<file path="src/pkwars_pkg.sv">
package pkwars_pkg;

	// loader side
	typedef logic [7:0]  byte_t;         // ioctl data, ps/2 key codes
	typedef logic [24:0] ioctl_addr_t;   // download byte address

	// sdram side
	typedef logic [22:0] sdram_waddr_t;  // write port word address
	typedef logic [15:0] sdram_raddr_t;  // cpu and sprite read ports
	typedef logic [15:0] word16_t;       // sdram data word

	// core side
	typedef logic [15:0] cpu_addr_t;     // cpu rom byte address
	typedef logic [13:0] gfx_addr_t;     // gfx rom word address
	typedef logic [7:0]  ctrl_byte_t;    // active low control byte

	// joystick bits from the firmware
	// 0 right, 1 left, 2 down, 3 up, 4 fire
	typedef logic [7:0]  joy_t;

	localparam int JOY_RIGHT = 0;
	localparam int JOY_LEFT  = 1;
	localparam int JOY_DOWN  = 2;
	localparam int JOY_UP    = 3;
	localparam int JOY_FIRE  = 4;

	// ps/2 set 2 make codes
	localparam byte_t KEY_UP     = 8'h75;
	localparam byte_t KEY_DOWN   = 8'h72;
	localparam byte_t KEY_LEFT   = 8'h6b;
	localparam byte_t KEY_RIGHT  = 8'h74;
	localparam byte_t KEY_COIN   = 8'h76; // esc
	localparam byte_t KEY_START1 = 8'h05; // f1
	localparam byte_t KEY_START2 = 8'h06; // f2
	localparam byte_t KEY_FIRE2  = 8'h11; // alt
	localparam byte_t KEY_FIRE1  = 8'h29; // space

	// download layout
	// 0000-ffff   cpu roms, 16 bit word image
	// 10000-1ffff four gfx roms, packed to 32 bit words
	localparam ioctl_addr_t GFX_BASE_DEFAULT = 25'h10000;

	// read address while the loader owns the sdram
	localparam sdram_raddr_t RADDR_IDLE = 16'hffff;

endpackage

</file>
<file path="src/control_mapper.sv">
module control_mapper
	import pkwars_pkg::*;
(
	input  logic       btn_up,
	input  logic       btn_down,
	input  logic       btn_left,
	input  logic       btn_right,
	input  logic       btn_coin,
	input  logic       btn_start1,
	input  logic       btn_start2,
	input  logic       btn_fire1,
	input  logic       btn_fire2,      // alt key, no function in this game
	input  joy_t       joystick_0,
	input  joy_t       joystick_1,
	input  logic       status_rotate,
	input  logic       status_service,
	output ctrl_byte_t ctr1,
	output ctrl_byte_t ctr2
);

	logic m_left;
	logic m_right;
	logic m_fire;

	// key or either stick, rotated screen takes left/right from down/up
	always_comb begin
		if (status_rotate) begin
			m_left  = btn_down | joystick_0[JOY_DOWN] | joystick_1[JOY_DOWN];
			m_right = btn_up | joystick_0[JOY_UP] | joystick_1[JOY_UP];
		end else begin
			m_left  = btn_left | joystick_0[JOY_LEFT] | joystick_1[JOY_LEFT];
			m_right = btn_right | joystick_0[JOY_RIGHT] | joystick_1[JOY_RIGHT];
		end
	end

	assign m_fire = btn_fire1 | joystick_0[JOY_FIRE] | joystick_1[JOY_FIRE];

	// both players share the same movement
	assign ctr1 = ~{1'b0, status_service, btn_start1, 2'b00, m_fire, m_right, m_left};

	// coin line is active high on the core side
	assign ctr2 = ~{~btn_coin, 1'b0, btn_start2, 2'b00, m_fire, m_right, m_left};

endmodule

</file>
<file path="src/core_reset_gen.sv">
module core_reset_gen (
	input  logic CLOCK_48,
	input  logic rst,
	input  logic ioctl_download,
	input  logic status_reset,   // osd reset entry
	input  logic menu_button,    // board button
	output logic core_reset,
	output logic rom_loaded
);

	logic download_d;
	logic download_done;

	// falling edge of the download
	assign download_done = download_d & ~ioctl_download;

	always_ff @(posedge CLOCK_48) begin
		if (rst) begin
			download_d <= 1'b0;
			rom_loaded <= 1'b0;
		end else begin
			download_d <= ioctl_download;
			if (download_done)
				rom_loaded <= 1'b1; // sticky until rst
		end
	end

	// core stays in reset until a rom is in place
	always_ff @(posedge CLOCK_48) begin
		if (rst)
			core_reset <= 1'b1;
		else
			core_reset <= status_reset | menu_button | ~rom_loaded;
	end

	// the core never runs on a partly loaded rom
	reset_until_loaded: assert property (
		@(posedge CLOCK_48) disable iff (rst)
		!$past(rom_loaded) |-> core_reset
	);

endmodule

</file>
<file path="src/key_decoder.sv">
module key_decoder
	import pkwars_pkg::*;
(
	input  logic  CLOCK_48,
	input  logic  rst,
	input  logic  key_strobe,   // one cycle per ps/2 event
	input  logic  key_pressed,  // 1 make, 0 break
	input  byte_t key_code,
	output logic  btn_up,
	output logic  btn_down,
	output logic  btn_left,
	output logic  btn_right,
	output logic  btn_coin,
	output logic  btn_start1,
	output logic  btn_start2,
	output logic  btn_fire1,
	output logic  btn_fire2
);

	// one latch per key, make sets and break clears
	always_ff @(posedge CLOCK_48) begin
		if (rst) begin
			btn_up     <= 1'b0;
			btn_down   <= 1'b0;
			btn_left   <= 1'b0;
			btn_right  <= 1'b0;
			btn_coin   <= 1'b0;
			btn_start1 <= 1'b0;
			btn_start2 <= 1'b0;
			btn_fire1  <= 1'b0;
			btn_fire2  <= 1'b0;
		end else if (key_strobe) begin
			case (key_code)
				KEY_UP:     btn_up     <= key_pressed;
				KEY_DOWN:   btn_down   <= key_pressed;
				KEY_LEFT:   btn_left   <= key_pressed;
				KEY_RIGHT:  btn_right  <= key_pressed;
				KEY_COIN:   btn_coin   <= key_pressed;
				KEY_START1: btn_start1 <= key_pressed;
				KEY_START2: btn_start2 <= key_pressed;
				KEY_FIRE1:  btn_fire1  <= key_pressed;
				KEY_FIRE2:  btn_fire2  <= key_pressed; // bomb on other boards
				default: ;                             // other keys ignored
			endcase
		end
	end

endmodule

</file>
<file path="src/pkwars_host.sv">
module pkwars_host
	import pkwars_pkg::*;
#(
	parameter ioctl_addr_t GFX_BASE = GFX_BASE_DEFAULT
) (
	input  logic         CLOCK_48,
	input  logic         rst,
	output logic         led,

	// loader
	input  logic         ioctl_download,
	input  logic         ioctl_wr,
	input  ioctl_addr_t  ioctl_addr,
	input  byte_t        ioctl_dout,

	// sdram
	output logic         port_we,
	output logic         port1_req,
	output sdram_waddr_t port1_a,
	output logic [1:0]   port1_ds,
	output word16_t      port1_d,
	output logic         port2_req,
	output sdram_waddr_t port2_a,
	output logic [1:0]   port2_ds,
	output word16_t      port2_d,
	output sdram_raddr_t cpu1_addr,
	output sdram_raddr_t sp_addr,
	input  word16_t      cpu1_q,

	// game core
	input  cpu_addr_t    cpu_rom_addr,
	input  gfx_addr_t    gfx_rom_addr,
	output byte_t        cpu_rom_byte,
	output logic         core_reset,
	output ctrl_byte_t   ctr1,
	output ctrl_byte_t   ctr2,

	// firmware
	input  logic         status_reset,
	input  logic         status_rotate,
	input  logic         status_service,
	input  logic         menu_button,
	input  logic         key_strobe,
	input  logic         key_pressed,
	input  byte_t        key_code,
	input  joy_t         joystick_0,
	input  joy_t         joystick_1
);

	logic btn_up;
	logic btn_down;
	logic btn_left;
	logic btn_right;
	logic btn_coin;
	logic btn_start1;
	logic btn_start2;
	logic btn_fire1;
	logic btn_fire2;

	assign led = ~ioctl_download; // lit while idle

	rom_port_ctrl #(
		.GFX_BASE(GFX_BASE)
	) rom_port_ctrl_inst (
		.CLOCK_48(CLOCK_48),
		.rst(rst),
		.ioctl_download(ioctl_download),
		.ioctl_wr(ioctl_wr),
		.ioctl_addr(ioctl_addr),
		.ioctl_dout(ioctl_dout),
		.cpu_rom_addr(cpu_rom_addr),
		.gfx_rom_addr(gfx_rom_addr),
		.cpu1_q(cpu1_q),
		.port_we(port_we),
		.port1_req(port1_req),
		.port1_a(port1_a),
		.port1_ds(port1_ds),
		.port1_d(port1_d),
		.port2_req(port2_req),
		.port2_a(port2_a),
		.port2_ds(port2_ds),
		.port2_d(port2_d),
		.cpu1_addr(cpu1_addr),
		.sp_addr(sp_addr),
		.cpu_rom_byte(cpu_rom_byte)
	);

	core_reset_gen core_reset_gen_inst (
		.CLOCK_48(CLOCK_48),
		.rst(rst),
		.ioctl_download(ioctl_download),
		.status_reset(status_reset),
		.menu_button(menu_button),
		.core_reset(core_reset),
		.rom_loaded()               // only the registered reset leaves the block
	);

	key_decoder key_decoder_inst (
		.CLOCK_48(CLOCK_48),
		.rst(rst),
		.key_strobe(key_strobe),
		.key_pressed(key_pressed),
		.key_code(key_code),
		.btn_up(btn_up),
		.btn_down(btn_down),
		.btn_left(btn_left),
		.btn_right(btn_right),
		.btn_coin(btn_coin),
		.btn_start1(btn_start1),
		.btn_start2(btn_start2),
		.btn_fire1(btn_fire1),
		.btn_fire2(btn_fire2)
	);

	control_mapper control_mapper_inst (
		.btn_up(btn_up),
		.btn_down(btn_down),
		.btn_left(btn_left),
		.btn_right(btn_right),
		.btn_coin(btn_coin),
		.btn_start1(btn_start1),
		.btn_start2(btn_start2),
		.btn_fire1(btn_fire1),
		.btn_fire2(btn_fire2),
		.joystick_0(joystick_0),
		.joystick_1(joystick_1),
		.status_rotate(status_rotate),
		.status_service(status_service),
		.ctr1(ctr1),
		.ctr2(ctr2)
	);

endmodule

</file>
<file path="src/rom_port_ctrl.sv">
module rom_port_ctrl
	import pkwars_pkg::*;
#(
	parameter ioctl_addr_t GFX_BASE = GFX_BASE_DEFAULT
) (
	input  logic         CLOCK_48,
	input  logic         rst,

	// loader
	input  logic         ioctl_download,
	input  logic         ioctl_wr,
	input  ioctl_addr_t  ioctl_addr,
	input  byte_t        ioctl_dout,

	// core rom addresses
	input  cpu_addr_t    cpu_rom_addr,
	input  gfx_addr_t    gfx_rom_addr,
	input  word16_t      cpu1_q,

	// sdram write ports
	output logic         port_we,
	output logic         port1_req,
	output sdram_waddr_t port1_a,
	output logic [1:0]   port1_ds,
	output word16_t      port1_d,
	output logic         port2_req,
	output sdram_waddr_t port2_a,
	output logic [1:0]   port2_ds,
	output word16_t      port2_d,

	// sdram read ports
	output sdram_raddr_t cpu1_addr,
	output sdram_raddr_t sp_addr,
	output byte_t        cpu_rom_byte
);

	logic        ioctl_wr_last;  // registered write strobe
	logic        wr_rise;
	ioctl_addr_t gfx_offset;     // byte offset into the gfx area

	assign wr_rise = ioctl_wr & ~ioctl_wr_last & ioctl_download;

	// toggle requests, the controller acts on the change
	always_ff @(posedge CLOCK_48) begin
		if (rst) begin
			ioctl_wr_last <= 1'b0;
			port1_req     <= 1'b0;
			port2_req     <= 1'b0;
		end else begin
			ioctl_wr_last <= ioctl_wr;
			if (wr_rise) begin
				port1_req <= ~port1_req;
				port2_req <= ~port2_req;
			end
		end
	end

	assign port_we = ioctl_download;

	// port 1: plain 16 bit image of the download
	assign port1_a  = ioctl_addr[23:1];
	assign port1_ds = {ioctl_addr[0], ~ioctl_addr[0]};
	assign port1_d  = {ioctl_dout, ioctl_dout};

	// port 2: four 16k gfx roms merged into 32 bit words
	// bit 15 picks the word half, bit 14 the byte lane
	assign gfx_offset = ioctl_addr - GFX_BASE;
	assign port2_a    = {8'd0, gfx_offset[13:0], gfx_offset[15]};
	assign port2_ds   = {gfx_offset[14], ~gfx_offset[14]};
	assign port2_d    = {ioctl_dout, ioctl_dout};

	// park the read ports while loading
	always_comb begin
		if (ioctl_download) begin
			cpu1_addr = RADDR_IDLE;
			sp_addr   = RADDR_IDLE;
		end else begin
			cpu1_addr = {1'b0, cpu_rom_addr[15:1]};
			sp_addr   = {2'b00, gfx_rom_addr};
		end
	end

	assign cpu_rom_byte = cpu_rom_addr[0] ? cpu1_q[15:8] : cpu1_q[7:0];

	// no sdram write may be requested outside a download
	req_only_in_download: assert property (
		@(posedge CLOCK_48) disable iff (rst)
		(port1_req != $past(port1_req)) |-> $past(ioctl_download)
	);

endmodule
</file>
<file path="config.mk">
export PLATFORM = sky130hd
export DESIGN_NAME = pkwars_host
export DESIGN_NICKNAME = d
export VERILOG_FILES = /design/src/pkwars_pkg.sv /design/src/control_mapper.sv /design/src/core_reset_gen.sv /design/src/key_decoder.sv /design/src/pkwars_host.sv /design/src/rom_port_ctrl.sv
export SDC_FILE = /design/constraint.sdc
export NUM_CORES = 1
export LEC_CHECK = 0
export BUFFER_PORTS_ARGS = -buffer_cell sky130_fd_sc_hd__clkbuf_2
export CAP_MARGIN = 20
export CORE_AREA = 2 2 98 100
export DETAILED_ROUTE_END_ITERATION = 8
export DIE_AREA = 0 0 100 102
export PLACE_DENSITY_LB_ADDON = 0.08
export SYNTH_ARGS = -nofsm -noshare
export SYNTH_HDL_FRONTEND = slang
export SYNTH_SLANG_ARGS = --single-unit
</file>
<file path="constraint.sdc">
create_clock -name CLOCK_48 -period 1.31 [get_ports CLOCK_48]
set_clock_uncertainty 0.2 [all_clocks]
set_input_delay 0.0655 -clock CLOCK_48 [delete_from_list [all_inputs] [get_ports CLOCK_48]]
set_output_delay 0.0655 -clock CLOCK_48 [all_outputs]
set_load 0.02 [all_outputs]
</file>
* Yosys cells after proc, flatten, opt, wreduce, memory -nomap -nowiden *
Index checks and enable logic that the tools add are counted.

cells by class
  reductions and logical operators = 8
  multiplexer cells = 5
  eq/ne operators = 8
  bitwise gates (word level) = 25
  $add $sub $neg = 1

operators by type and width
  kind                     count
  $eq A8 B7 Y1 const B     5
  $mux W16                 2
  $eq A8 B3 Y1 const B     2
  $reduce_and A2 Y1        8
  $sub A16 B1 Y16 const B  1
  $or A1 B1 Y1             12
  $eq A8 B6 Y1 const B     1
  $mux W8                  1
  $not A1 Y1               8
  $not A7 Y8               1
  $not A8 Y8               1
  $and A1 B1 Y1            3
  $mux W1                  2

storage, ports and cells
  logic and storage cells = 61
  bits of input ports = 113
  output and inout bits = 143
  flip-flop bits (word level) = 14

* Depth between registers and ports, before layout *
  depth after elaboration = 4
  gate-level depth with buffers = 4
  depth with buffers taken out = 3

* Cells and area by module *
A second synthesis with hierarchy kept.

second synthesis, totals
  cells, all modules = 217
  area total of the unflattened synthesis = 1794.2 µm²

modules (own cells, without submodules)
  module          instances  area an instance (µm²)  cells each  seq. area each (µm²)
  rom_port_ctrl   1          1073.5                  139         60.1
  key_decoder     1          494.2                   48          180.2
  control_mapper  1          133.9                   21          0.0
  core_reset_gen  1          88.8                    8           60.1
  pkwars_host     1          3.8                     1           0.0

* Worst setup path before layout *
Ideal clock, no wire load.

  path kind = register to output
  start = register key_decoder_inst.btn_left
  end = output ctr2[0]
  path buffers = 1
  stages on the path, launching flop included = 3
  slack = -434 ps
  arrival = 1478 ps
  required time = 1044 ps
  cell sequence = dfxtp_1 o41ai_1 buf_4

on the way
  cells in the longest elaborated chain, start to end = 4

RTL lines
  what                       line                  text
  start: declaration         key_decoder.sv:11     output logic btn_left,
  start signal: assignment   key_decoder.sv:36     KEY_LEFT: btn_left <= key_pressed;
  $or A1 B1 Y1 (2 in a row)  control_mapper.sv:31  m_left = btn_left | joystick_0[JOY_LEFT] | joystick_1[JOY_LEFT];
  $mux W1                    control_mapper.sv:27  if (status_rotate) begin
  $not A8 Y8                 control_mapper.sv:42  assign ctr2 = ~{~btn_coin, 1'b0, btn_start2, 2'b00, m_fire, m_right, m_left};
  end: declaration           pkwars_host.sv:36     output ctrl_byte_t ctr2,

No other way between the ends.

* Worst setup path in the final report *
  start = input ioctl_dout[5]
  end = output port2_d[5]

RTL lines
  what                line               text
  start: declaration  pkwars_host.sv:14  input byte_t ioctl_dout,
  end: declaration    pkwars_host.sv:25  output word16_t port2_d,

No word-level cell between the ends.

==> flow_metrics.py <==
metrics = {
    "floorplan": {
        "die_h_um": 102,
        "core_area_um2": 9110,
        "dieWidth_um": 100,
        "std_cell_rows": 35,
        "pin_count": 256,
        "initial_utilization_pct": 18.5,
        "dieArea_um2": 10200,
    },
    "sta": {
        "rsz0062_at_grt": "yes",
        "worst_slack_ns": -0.107,
        "slew_viol_final": 0,
        "fin_crit_sh_pct": 108,
        "hold_viol_final": 14,
        "holdWs_ns": -0.0690,
        "finalCriticalPeriod_ns": 1.42,
        "finalSetupViolations": 10,
        "max_freq_mhz": 706,
        "worstMarginPinSlew_ns": 0.835,
        "maxSlewHeadroom_pct": 44.1,
    },
    "worst_setup_path": {
        "cp_max_fo": 4,
        "slowest_delay_ns": 1.08,
        "start_kind": "input port",
        "cp-end-kind": "primary output",
        "cp_cell_sequence": "dlygate4sd3_1",
        "crit_type": "input port to primary output",
        "r2r_start": "core_reset_gen_inst.rom_loaded",
        "critical-path-top-delay-family": "buffers and inverters",
        "r2r_end": "core_reset_gen_inst.core_reset",
        "rrSetupSlack_ns": 0.25,
        "crit_buf_inv": 1,
        "cpMaxStageDelayCell": "dlygate4sd3_1",
        "worstPathArrival_ns": 1.15,
        "crit_required_ns": 1.04,
        "reg2reg_depth": 1,
    },
    "yosys": {
        "ys_seq_elements": 14,
        "ys_seq_area_share_pct": 16.6,
        "syn_area_um2": 1690,
        "yosysUniqueCellTypes": 29,
        "synth_cells": 210,
        "syn_area_per_cell_um2": 8.03,
        "ys_warn_count": 0,
    },
    "route": {
        "drt_iter0_markers": 28,
        "wl_per_cell_um": 12.5,
        "vias": 1521,
        "drc": 0,
        "drt_wl_total_um": 5130,
        "ant_nets": 0,
        "firstDrtPassIters": 4,
        "via_per_inst": 3.71,
    },
    "layout": {
        "fin_cells": 410,
        "fin_area_um2": 2330,
        "syn2layout_area_growth_pct": 38.4,
        "fill_cells": 1031,
        "final_util_pct": 25.6,
        "layout-drive-gt1-share_pct": 63.5,
        "nets": 414,
        "insertedDiodeCount": 0,
    },
    "grt": {
        "grt_pass1_vias": 1476,
        "grt_max_degree": 26,
        "gr-total-overflow": 0,
        "antenna_found_initial": 0,
        "grt_usage_pct": 8.99,
        "grt_pass1_wl_um": 7180,
    },
    "clock_tree": {
        "numCtsBuffers": 3,
        "clockBufferDepth": 2,
        "clock-sinks": 14,
        "root_buffer": "clkbuf_8",
        "cts_tree": "built",
        "insertion_delay_ns": 0.24,
        "h-tree-depth": 1,
    },
    "power_and_ir_drop": {
        "ir_worst_vdd_uv": 248,
        "leakagePower_nw": 1.25,
        "power.density_nw_per_um2": 678,
    },
    "hold_path": {
        "min_to": "port1_d[14]",
        "min_from": "ioctl_dout[6]",
        "worst_hold_path_type": "input port to primary output",
        "min_delay_path_depth": 0,
    },
    "place": {
        "place_ws_ns": 0.0699,
        "gp_congestion": 0.660,
        "dp.cells": 372,
        "dpl_cell_area_um2": 1900,
        "portBuffers": 136,
        "hpwl_um": 4250,
    },
    "run_status": {
        "status": "complete, but fails checks",
        "failed_checks": "hold timing, setup timing",
    },
    "flow_run": {
        "drv_cap": 0,
    },
}
## through the flow
| stage | power (mW) | hold WS [ns] | TNS (ns) |
|---|---|---|---|
| detailed placement | 1.01 | -0.0689 | 0 |
| CTS | 1.59 | -0.0684 | -1.36 |
| finish | 1.58 | -0.0690 | -0.898 |
| floorplan | 1.11 | -0.0303 | 0 |
| global placement | 1.01 | -0.0689 | 0 |
| global route | 1.68 | -0.0689 | -1.32 |
## logic make-up after synthesis
family,after synthesis,synth area share (%)
AO/OA/AOI/OAI,3,1.34
XOR/XNOR,2,1.04
buffers and inverters,106,44.6
flip-flops,14,16.6
multiplexers,16,10.1
other,2,0.446
AND/OR/NAND/NOR,67,25.8
## metal layers
| metal | global-route usage [%] | routed length [µm] |
|---|---|---|
| met4 | 2.74 | 53 |
| met1 | 8.52 | 1690 |
| met5 | 0 | 0 |
| met2 | 18.0 | 2850 |
| met3 | 3.21 | 538 |
## Yosys cell counts (all sizes together)
cell type  count  area share, %
nand4          2           0.74
and2           1           0.37
nor4b          1           0.89
and4bb         1           0.74
nand3          3           0.89
nor2b          2           0.74
or2           29             11
inv            6            1.3
nand3b         1           0.45
nor3           3           0.89
nand4b         3            1.6
mux2           8            5.3
nor2           5            1.1
or4b           1           0.59
and3b          1           0.52
mux2i          8            4.8
conb           2           0.45
a21oi          1           0.30
buf           95             42
dfxtp         14             17
nand2b         9            3.3
and4b          1           0.59
o41ai          2            1.0
clkbuf         5            1.1
xor2           2            1.0
nor3b          2            1.2
nand2          2           0.45
## repair_timing
action                     in CTS  in global routing
hold endpoints to repair       78                 16
setup endpoints to repair       4                 29
hold buffers                   33                  2
resized for setup               8                  9
buffers inserted                1                  0
pin swaps                       5                  0
## report_power, final
group / total [mW] / switching, mW / internal [mW]
Sequential: 0.442 / 0.00529 / 0.436
Combinational: 0.787 / 0.475 / 0.312
Clock: 0.353 / 0.150 / 0.203
Total: 1.58 / 0.630 / 0.951
## registers in the layout, indices dropped and copies added (netlist names)
register / count
key_decoder_inst.btn_start2: 1
core_reset_gen_inst.rom_loaded: 1
key_decoder_inst.btn_up: 1
key_decoder_inst.btn_coin: 1
key_decoder_inst.btn_down: 1
rom_port_ctrl_inst.ioctl_wr_last: 1
key_decoder_inst.btn_right: 1
rom_port_ctrl_inst.port1_req: 1
core_reset_gen_inst.core_reset: 1
rom_port_ctrl_inst.port2_req: 1
key_decoder_inst.btn_fire1: 1
key_decoder_inst.btn_start1: 1
core_reset_gen_inst.download_d: 1
key_decoder_inst.btn_left: 1
## how the worst max path moves through the flow
stage	startpoint	endpoint	cells after the start
after floorplan	key_decoder_inst.btn_left	ctr2[0]	2
after global placement	key_decoder_inst.btn_up	ctr1[1]	4
after detailed placement	key_decoder_inst.btn_up	ctr2[1]	4
after CTS	key_decoder_inst.btn_up	ctr2[1]	4
after global routing	key_decoder_inst.btn_up	ctr2[1]	4
final	ioctl_dout[5]	port2_d[5]	1
## area by class of cell
| class | instances | area (µm²) | share of cell area, % |
|---|---|---|---|
| timing repair buffer | 174 | 1090 | 46.8 |
| multi-input combinational | 102 | 753 | 32.3 |
| clock buffer | 3 | 41.3 | 1.77 |
| inverter | 6 | 22.5 | 0.966 |
| tap | 111 | 139 | 5.95 |
| sequential | 14 | 284 | 12.2 |
## layout by cell type, fill, tap and decap left out
cell type       Yosys  layout
a21oi_1             1       1
and2_1              1       1
and3b_1             1       1
and4b_1             1       1
and4bb_1            1       1
buf_12              0       1
buf_4              94       4
buf_6               0       1
clkbuf_2            0     131
clkbuf_4            0       2
clkbuf_8            0       3
conb_1              2      14
dfxtp_1            14      11
dfxtp_2             0       3
dlygate4sd3_1       0      31
dlymetal6s4s_1      0       4
inv_1               6       6
mux2_2              8       8
mux2i_1             8       8
nand2_1             2       2
nand2b_1            9       8
nand2b_2            0       1
nand3_1             3       3
nand3b_1            1       1
nand4_1             2       2
nand4b_1            3       3
nor2_1              5       5
nor2b_1             2       2
nor3_2              0       3
nor3b_1             1       1
nor3b_2             1       1
nor4b_2             1       1
o41ai_4             0       2
or2_2              29      29
or4b_1              1       1
xor2_1              2       2
No activity file was read; power rests on OpenSTA's default activity.
